$ cat src/verilog/axi_sram_settings.svh
`ifndef AXI_SRAM_SETTINGS_SVH
`define AXI_SRAM_SETTINGS_SVH

////////////////////////////////////////////////////////////////////////////
// AXI port widths
////////////////////////////////////////////////////////////////////////////

`define AXI_DATA_WIDTH 32
`define AXI_ADDR_WIDTH 32
`define AXI_ID_WIDTH 4
`define AXI_STRB_WIDTH (`AXI_DATA_WIDTH / 8)

////////////////////////////////////////////////////////////////////////////
// On-chip memory
////////////////////////////////////////////////////////////////////////////

// Number of words is 2**SRAM_DEPTH_LOG2
`define SRAM_DEPTH_LOG2 10
// Cycles from address acceptance to data_ok, at least 1
`define SRAM_LATENCY 2

`endif

$ cat src/verilog/axi_sram_pkg.sv
`default_nettype none

`include "axi_sram_settings.svh"

package axi_sram_pkg;

	// Write address channel
	typedef struct packed {
		logic [`AXI_ADDR_WIDTH-1:0] addr;
		logic [3:0] len;
		logic [2:0] size;
		logic [1:0] burst;
		logic [`AXI_ID_WIDTH-1:0] id;
	} axi_aw_t;

	// Read address channel
	typedef struct packed {
		logic [`AXI_ADDR_WIDTH-1:0] addr;
		logic [3:0] len;
		logic [2:0] size;
		logic [1:0] burst;
		logic [`AXI_ID_WIDTH-1:0] id;
	} axi_ar_t;

	typedef struct packed {
		logic [`AXI_DATA_WIDTH-1:0] data;
		logic [`AXI_STRB_WIDTH-1:0] strb;
		logic last;
		logic [`AXI_ID_WIDTH-1:0] id;
	} axi_w_t;

	typedef struct packed {
		logic [`AXI_ID_WIDTH-1:0] id;
		logic [1:0] resp;
	} axi_b_t;

	typedef struct packed {
		logic [`AXI_DATA_WIDTH-1:0] data;
		logic [1:0] resp;
		logic last;
		logic [`AXI_ID_WIDTH-1:0] id;
	} axi_r_t;

	// One command on the SRAM bus
	typedef struct packed {
		logic [`AXI_ADDR_WIDTH-1:0] address;
		logic [`AXI_DATA_WIDTH-1:0] wdata;
		logic [`AXI_STRB_WIDTH-1:0] wmask;
		logic we;
	} sram_req_t;

	typedef enum logic [4:0] {
		ST_IDLE       = 5'b00001,
		ST_WRITE_BUSY = 5'b00010,
		ST_READ_BUSY  = 5'b00100,
		ST_WRITE_BACK = 5'b01000,
		ST_READ_BACK  = 5'b10000
	} bridge_state_e;

endpackage

`default_nettype wire

$ cat src/verilog/axi2srambus.sv
`timescale 1ns/1ns
`default_nettype none

`include "axi_sram_settings.svh"

module axi2srambus
	import axi_sram_pkg::*;
(
	input wire ACLK,
	input wire ARESETn,

	input wire axi_aw_t aw,
	input wire aw_valid,
	output logic aw_ready,

	input wire axi_w_t w,
	input wire w_valid,
	output logic w_ready,

	output axi_b_t b,
	output logic b_valid,
	input wire b_ready,

	input wire axi_ar_t ar,
	input wire ar_valid,
	output logic ar_ready,

	output axi_r_t r,
	output logic r_valid,
	input wire r_ready,

	output logic mem_req,
	output sram_req_t mem_cmd,
	input wire [`AXI_DATA_WIDTH-1:0] mem_rdata,
	input wire mem_addr_ok,
	input wire mem_data_ok,
	output logic mem_data_ok_resp
);

	bridge_state_e state;
	bridge_state_e state_next;

	logic [`AXI_ID_WIDTH-1:0] txn_id;
	logic [`AXI_ADDR_WIDTH-1:0] wr_addr;
	logic [`AXI_DATA_WIDTH-1:0] r_data;

	logic aw_hs;
	logic ar_hs;
	logic w_last_hs;
	logic b_hs;
	logic r_hs;

	assign aw_hs = aw_valid && aw_ready;
	assign ar_hs = ar_valid && ar_ready;
	assign w_last_hs = w_valid && w_ready && w.last;
	assign b_hs = b_valid && b_ready;
	assign r_hs = r_valid && r_ready;

	// Write has priority over read in idle
	assign aw_ready = (state == ST_IDLE);
	assign ar_ready = (state == ST_IDLE) && !aw_valid;

	// Beats from another ID are held off; nothing more after WLAST
	assign w_ready = (state == ST_WRITE_BUSY) && !mem_req && (w.id == txn_id);

	assign mem_data_ok_resp = (state == ST_WRITE_BACK) || (state == ST_READ_BACK);

	assign b = '{id: b_valid ? txn_id : '0, resp: 2'b00};
	assign r = '{data: r_data, resp: 2'b00, last: r_valid, id: r_valid ? txn_id : '0};

	////////////////////////////////////////////////////////////////////////////
	// State machine
	////////////////////////////////////////////////////////////////////////////

	always_ff @(posedge ACLK) begin
		if (!ARESETn) begin
			state <= ST_IDLE;
		end else begin
			state <= state_next;
		end
	end

	always_comb begin
		state_next = state;
		case (state)
			ST_IDLE: begin
				if (aw_valid) begin
					state_next = ST_WRITE_BUSY;
				end else if (ar_valid) begin
					state_next = ST_READ_BUSY;
				end
			end
			ST_WRITE_BUSY: begin
				if (mem_req && mem_addr_ok) begin
					state_next = ST_WRITE_BACK;
				end
			end
			ST_READ_BUSY: begin
				if (mem_req && mem_addr_ok) begin
					state_next = ST_READ_BACK;
				end
			end
			ST_WRITE_BACK: begin
				if (b_hs) begin
					state_next = ST_IDLE;
				end
			end
			ST_READ_BACK: begin
				if (r_hs) begin
					state_next = ST_IDLE;
				end
			end
			default: begin
				state_next = ST_IDLE;
			end
		endcase
	end

	////////////////////////////////////////////////////////////////////////////
	// SRAM bus request
	////////////////////////////////////////////////////////////////////////////

	// Request stays up until the memory takes it
	always_ff @(posedge ACLK) begin
		if (!ARESETn) begin
			mem_req <= 1'b0;
		end else if (ar_hs || w_last_hs) begin
			mem_req <= 1'b1;
		end else if (mem_addr_ok) begin
			mem_req <= 1'b0;
		end
	end

	always_ff @(posedge ACLK) begin
		if (aw_hs) begin
			txn_id <= aw.id;
			wr_addr <= aw.addr;
		end else if (ar_hs) begin
			txn_id <= ar.id;
		end
		// Only the last beat is written, at the AW address
		if (ar_hs) begin
			mem_cmd <= '{address: ar.addr, wdata: '0, wmask: '0, we: 1'b0};
		end else if (w_last_hs) begin
			mem_cmd <= '{address: wr_addr, wdata: w.data, wmask: w.strb, we: 1'b1};
		end
		if (state == ST_READ_BACK && mem_data_ok) begin
			r_data <= mem_rdata;
		end
	end

	////////////////////////////////////////////////////////////////////////////
	// Responses
	////////////////////////////////////////////////////////////////////////////

	always_ff @(posedge ACLK) begin
		if (!ARESETn) begin
			b_valid <= 1'b0;
			r_valid <= 1'b0;
		end else begin
			if (state == ST_WRITE_BACK && mem_data_ok) begin
				b_valid <= 1'b1;
			end else if (b_hs) begin
				b_valid <= 1'b0;
			end
			if (state == ST_READ_BACK && mem_data_ok) begin
				r_valid <= 1'b1;
			end else if (r_hs) begin
				r_valid <= 1'b0;
			end
		end
	end

	// Command held while the memory is busy
	assert property (@(posedge ACLK) disable iff (!ARESETn)
		mem_req && !mem_addr_ok |=> mem_req && $stable(mem_cmd));

	assert property (@(posedge ACLK) disable iff (!ARESETn)
		r_valid && !r_ready |=> r_valid && $stable(r));

	assert property (@(posedge ACLK) disable iff (!ARESETn) $onehot0(state));

endmodule

`default_nettype wire

$ cat config.mk
export PLATFORM = sky130hd
export DESIGN_NAME = axi2srambus
export DESIGN_NICKNAME = d
export VERILOG_FILES = /design/src/verilog/axi_sram_pkg.sv /design/src/verilog/axi2srambus.sv
export VERILOG_INCLUDE_DIRS = /design/src /design/src/verilog
export SDC_FILE = /design/constraint.sdc
export NUM_CORES = 1
export LEC_CHECK = 0
export ABC_AREA = 1
export BUFFER_PORTS_ARGS = -buffer_cell sky130_fd_sc_hd__buf_2
export CORE_MARGIN = 2
export CORE_UTILIZATION = 41
export DETAILED_ROUTE_END_ITERATION = 7
export PLACE_DENSITY = 0.82
export SYNTH_ARGS = -nofsm -noshare
export SYNTH_HDL_FRONTEND = slang
export SYNTH_SLANG_ARGS = --single-unit
$ cat constraint.sdc
create_clock -name ACLK -period 2.4 [get_ports ACLK]
set_input_delay 0.48 -clock ACLK [delete_from_list [all_inputs] [get_ports ACLK]]
set_output_delay 0.48 -clock ACLK [all_outputs]
set_load 0.01 [all_outputs]
==> results.cfg <==
[synth]
seq_area_frac_synth_pct = 68.4
post_synth_num_cell_types = 24
postSynthCellCount = 567
yosys_warnings = 0
synth_area_per_cell_sq_um = 10.1
mappedNetlistArea_sq_mm = 0.00571
synth-seq-cells = 145

[routing]
num_vias = 4618
post_drt_via_cell_ratio = 4.46
postRouteWirelength_um = 13700
post-route-drc-count = 0
drt-initial-drc-count = 316
wire_per_inst_um = 13.2
route.antenna.remaining_nets = 0
dr.pass1.iters = 5

[die]
std_cell_rows = 43
core_region_area_sq_mm = 0.0137
floorplan.die_area_sq_mm = 0.0149
starting_density_of_the_core_pct = 41.6
fp.dieH_um = 122
ioPinCount = 293
die-width_um = 122

[cts]
clkSinkCount = 145
cts.root.buffer_cell = sky130_fd_sc_hd__clkbuf_16
postCtsHoldBufs = 0
postCtsSetupBuffers = 0
cts_buffers = 17
tritoncts_clock_tree = yes
ctsHtreeMaxLevel = 4
cts_max_path_buffers = 2
insertion_delay_ns = 0.41
cts-resized-gates = 0
clk_pin_slew_ns = 0.06

[hold_path]
hold-path-endpoint = r_data[11]
min_path_type = input port to register
worst_hold_path_startpoint = mem_rdata[11]
whs_path_depth = 1

[cells_and_area]
finalNonFillerCells = 1035
finalNetCount = 1012
multi_input_area_sq_mm = 0.00138
num-fill-cells = 1185
register_area_sq_mm = 0.00390
areaGrowthSynthToFinish_pct = 36.0
fin_util_pct = 56.6
drive_above_1_share_pct = 37.3

[flow_run]
maxCapViolations = 0

[pwr]
cell_internal_pwr_mw = 4.81
power.density_cell_area_mw_per_mm2 = 842
share_seq_of_total_power_pct = 47.7
cellLeakagePower_nw = 3.89
post-layout-total-power_mw = 6.54
comb_power_share_pct = 15.2
ir_drop_mv = 0.552
power.net_switching_mw = 1.72
switching_share_pct = 26.4
power.share.clock_pct = 37.1

[setup_path]
critPathCaptureType = register
timing.reg2reg.setup_slack_ns = 0.37
path_class = register to register
cp_data_required_time_ns = 2.54
worstPathMaxFanout = 33
cp.arrival_ns = 2.17
timing.rr.end = mem_cmd[67]
number_of_cells_on_the_worst_reg_to_reg_path = 9
worst-path-buf-inv = 3
crit_path_start_kind = register
critPathSlowestCell = sky130_fd_sc_hd__clkinv_2
reg2reg_start = state[4]
crit_path_cell_chain = inv_2, nand2_1, nor2_4, inv_2, nor2_4, nand2_4, clkinv_2, nand2_1, o21ai_0
critical-path-top-delay-family = buffers and inverters
critPathMaxStageDelay_ns = 0.45

[sta]
timing.setup.tns_ns = 0
finalHoldViolCount = 0
finalMaxSlewViolations = 0
fin_worst_skew_ns = 0.0112
timing.final.crit_period_ns = 2.03
min_period_over_period_pct = 84.5
timing.final.setup_violations = 0
post_route_hold_slack_ns = 0.240
rsz0062_at_grt = no
fmax_mhz = 493

[grt]
grt_overflow_total = 0
first_global_vias = 4223
grtUsageTotal_pct = 18.1
grt_pass1_wl_um = 20300
largest_net_degree_at_the_start_of_global_routing = 66
antenna_found_initial = 2

[place]
place_inst = 1001
gp_routability_congestion = 0.790
numPortBuffers = 270
post_dp_hpwl_um = 9810

[status]
outcome = finished clean
[cells in the mapped netlist (all sizes together)]
cell type,count,area (sq um)
buf,24,176
dfxtp,45,901
clkinv,1,5.00
edfxtp,100,3000
a21oi,6,30.0
o21ai,33,165
nand4,9,56.3
nor2,83,337
nand3,10,60.1
or2,2,12.5
inv,69,259
clkbuf,2,7.51
nand2,181,687
conb,1,3.75
nor4,1,6.26
[through the flow]
stage / setup WS (ns) / cell area [sq um]
CTS: 0.332 / 7760
global placement: 0.416 / 7200
floorplan: 0.120 / 5730
global route: 0.162 / 7760
detailed placement: 0.338 / 7200
finish: 0.373 / 7760
[layout by cell type, fill, tap and decap left out, types with 2 or more instances in the layout]
master	synthesis	layout
sky130_fd_sc_hd__nor2_1	79	79
sky130_fd_sc_hd__o21ai_0	11	11
sky130_fd_sc_hd__conb_1	1	4
sky130_fd_sc_hd__a21oi_1	6	6
sky130_fd_sc_hd__o21ai_1	22	22
sky130_fd_sc_hd__nand2_1	180	180
sky130_fd_sc_hd__buf_2	12	270
sky130_fd_sc_hd__clkinv_4	0	2
sky130_fd_sc_hd__buf_4	5	5
sky130_fd_sc_hd__clkbuf_16	0	17
sky130_fd_sc_hd__nand4_1	9	9
sky130_fd_sc_hd__diode_2	0	2
sky130_fd_sc_hd__dfxtp_1	45	45
sky130_fd_sc_hd__clkinv_2	1	4
sky130_fd_sc_hd__nor2_4	3	4
sky130_fd_sc_hd__inv_2	2	2
sky130_fd_sc_hd__edfxtp_1	100	100
sky130_fd_sc_hd__inv_1	67	67
sky130_fd_sc_hd__clkinvlp_4	0	5
sky130_fd_sc_hd__nand3_1	8	8
sky130_fd_sc_hd__buf_12	0	2
[how the worst max path moves through the flow]
stage / startpoint / endpoint / slack [ns] / cells past startpoint
5_1_grt: txn_id[2] / w_ready / 0.16 / 5
2_1_floorplan: state[2] / mem_cmd[37] / 0.12 / 8
3_3_place_gp: state[4] / mem_cmd[51] / 0.42 / 9
6_report: state[4] / mem_cmd[67] / 0.37 / 9
3_5_place_dp: state[4] / mem_cmd[54] / 0.34 / 9
4_1_cts: state[4] / mem_cmd[67] / 0.33 / 9
[flip-flops by register name, summed over array words and instances (netlist names)]
register  flops
mem_cmd      69
wr_addr      32
state         5
mem_req       1
r_valid       1
b_valid       1
txn_id        4
r_data       32
[final cells by class]
| type | count | share of cell area, % |
|---|---|---|
| antenna | 2 | 0.0645 |
| clock buffer | 19 | 5.71 |
| clock inverter | 13 | 1.45 |
| inverter | 70 | 3.40 |
| multi-input combinational | 329 | 17.8 |
| sequential | 145 | 50.3 |
| tap | 180 | 2.90 |
| timing repair buffer | 277 | 18.4 |
[cells by family (layout without fill, tap and decap cells)]
logic type             count (synthesis)  count (layout)  share of synthesized area (%)
AND/OR/NAND/NOR                      286             286                           20.3
flip-flops                           145             145                           68.4
AO/OA/AOI/OAI                         39              39                           3.42
other                                  1               6                         0.0657
buffers and inverters                 96             379                           7.85
[power groups by stage]
stage | clock network (mW) | registers [mW] | logic, mW
6_report | 2.43 | 3.12 | 0.992
3_5_place_dp | 0 | 3.17 | 1.01
2_1_floorplan | 0 | 3.21 | 0.553
4_1_cts | 2.48 | 3.12 | 1.01
5_1_grt | 2.61 | 3.15 | 1.12
3_3_place_gp | 0 | 3.16 | 0.974
[layer usage]
layer / wire length [um] / share of wire [%] / GRT usage (%) / vias to the layer above
met5: 0 / 0 / 0 / -
met4: 433 / 3.2 / 10.3 / 0
met3: 920 / 6.7 / 5.01 / 31
met2: 7070 / 52 / 31.1 / 202
met1: 5240 / 38 / 20.1 / 2048
li1: - / - / - / 2337
Note: power is estimated with default switching activity, not from simulation.
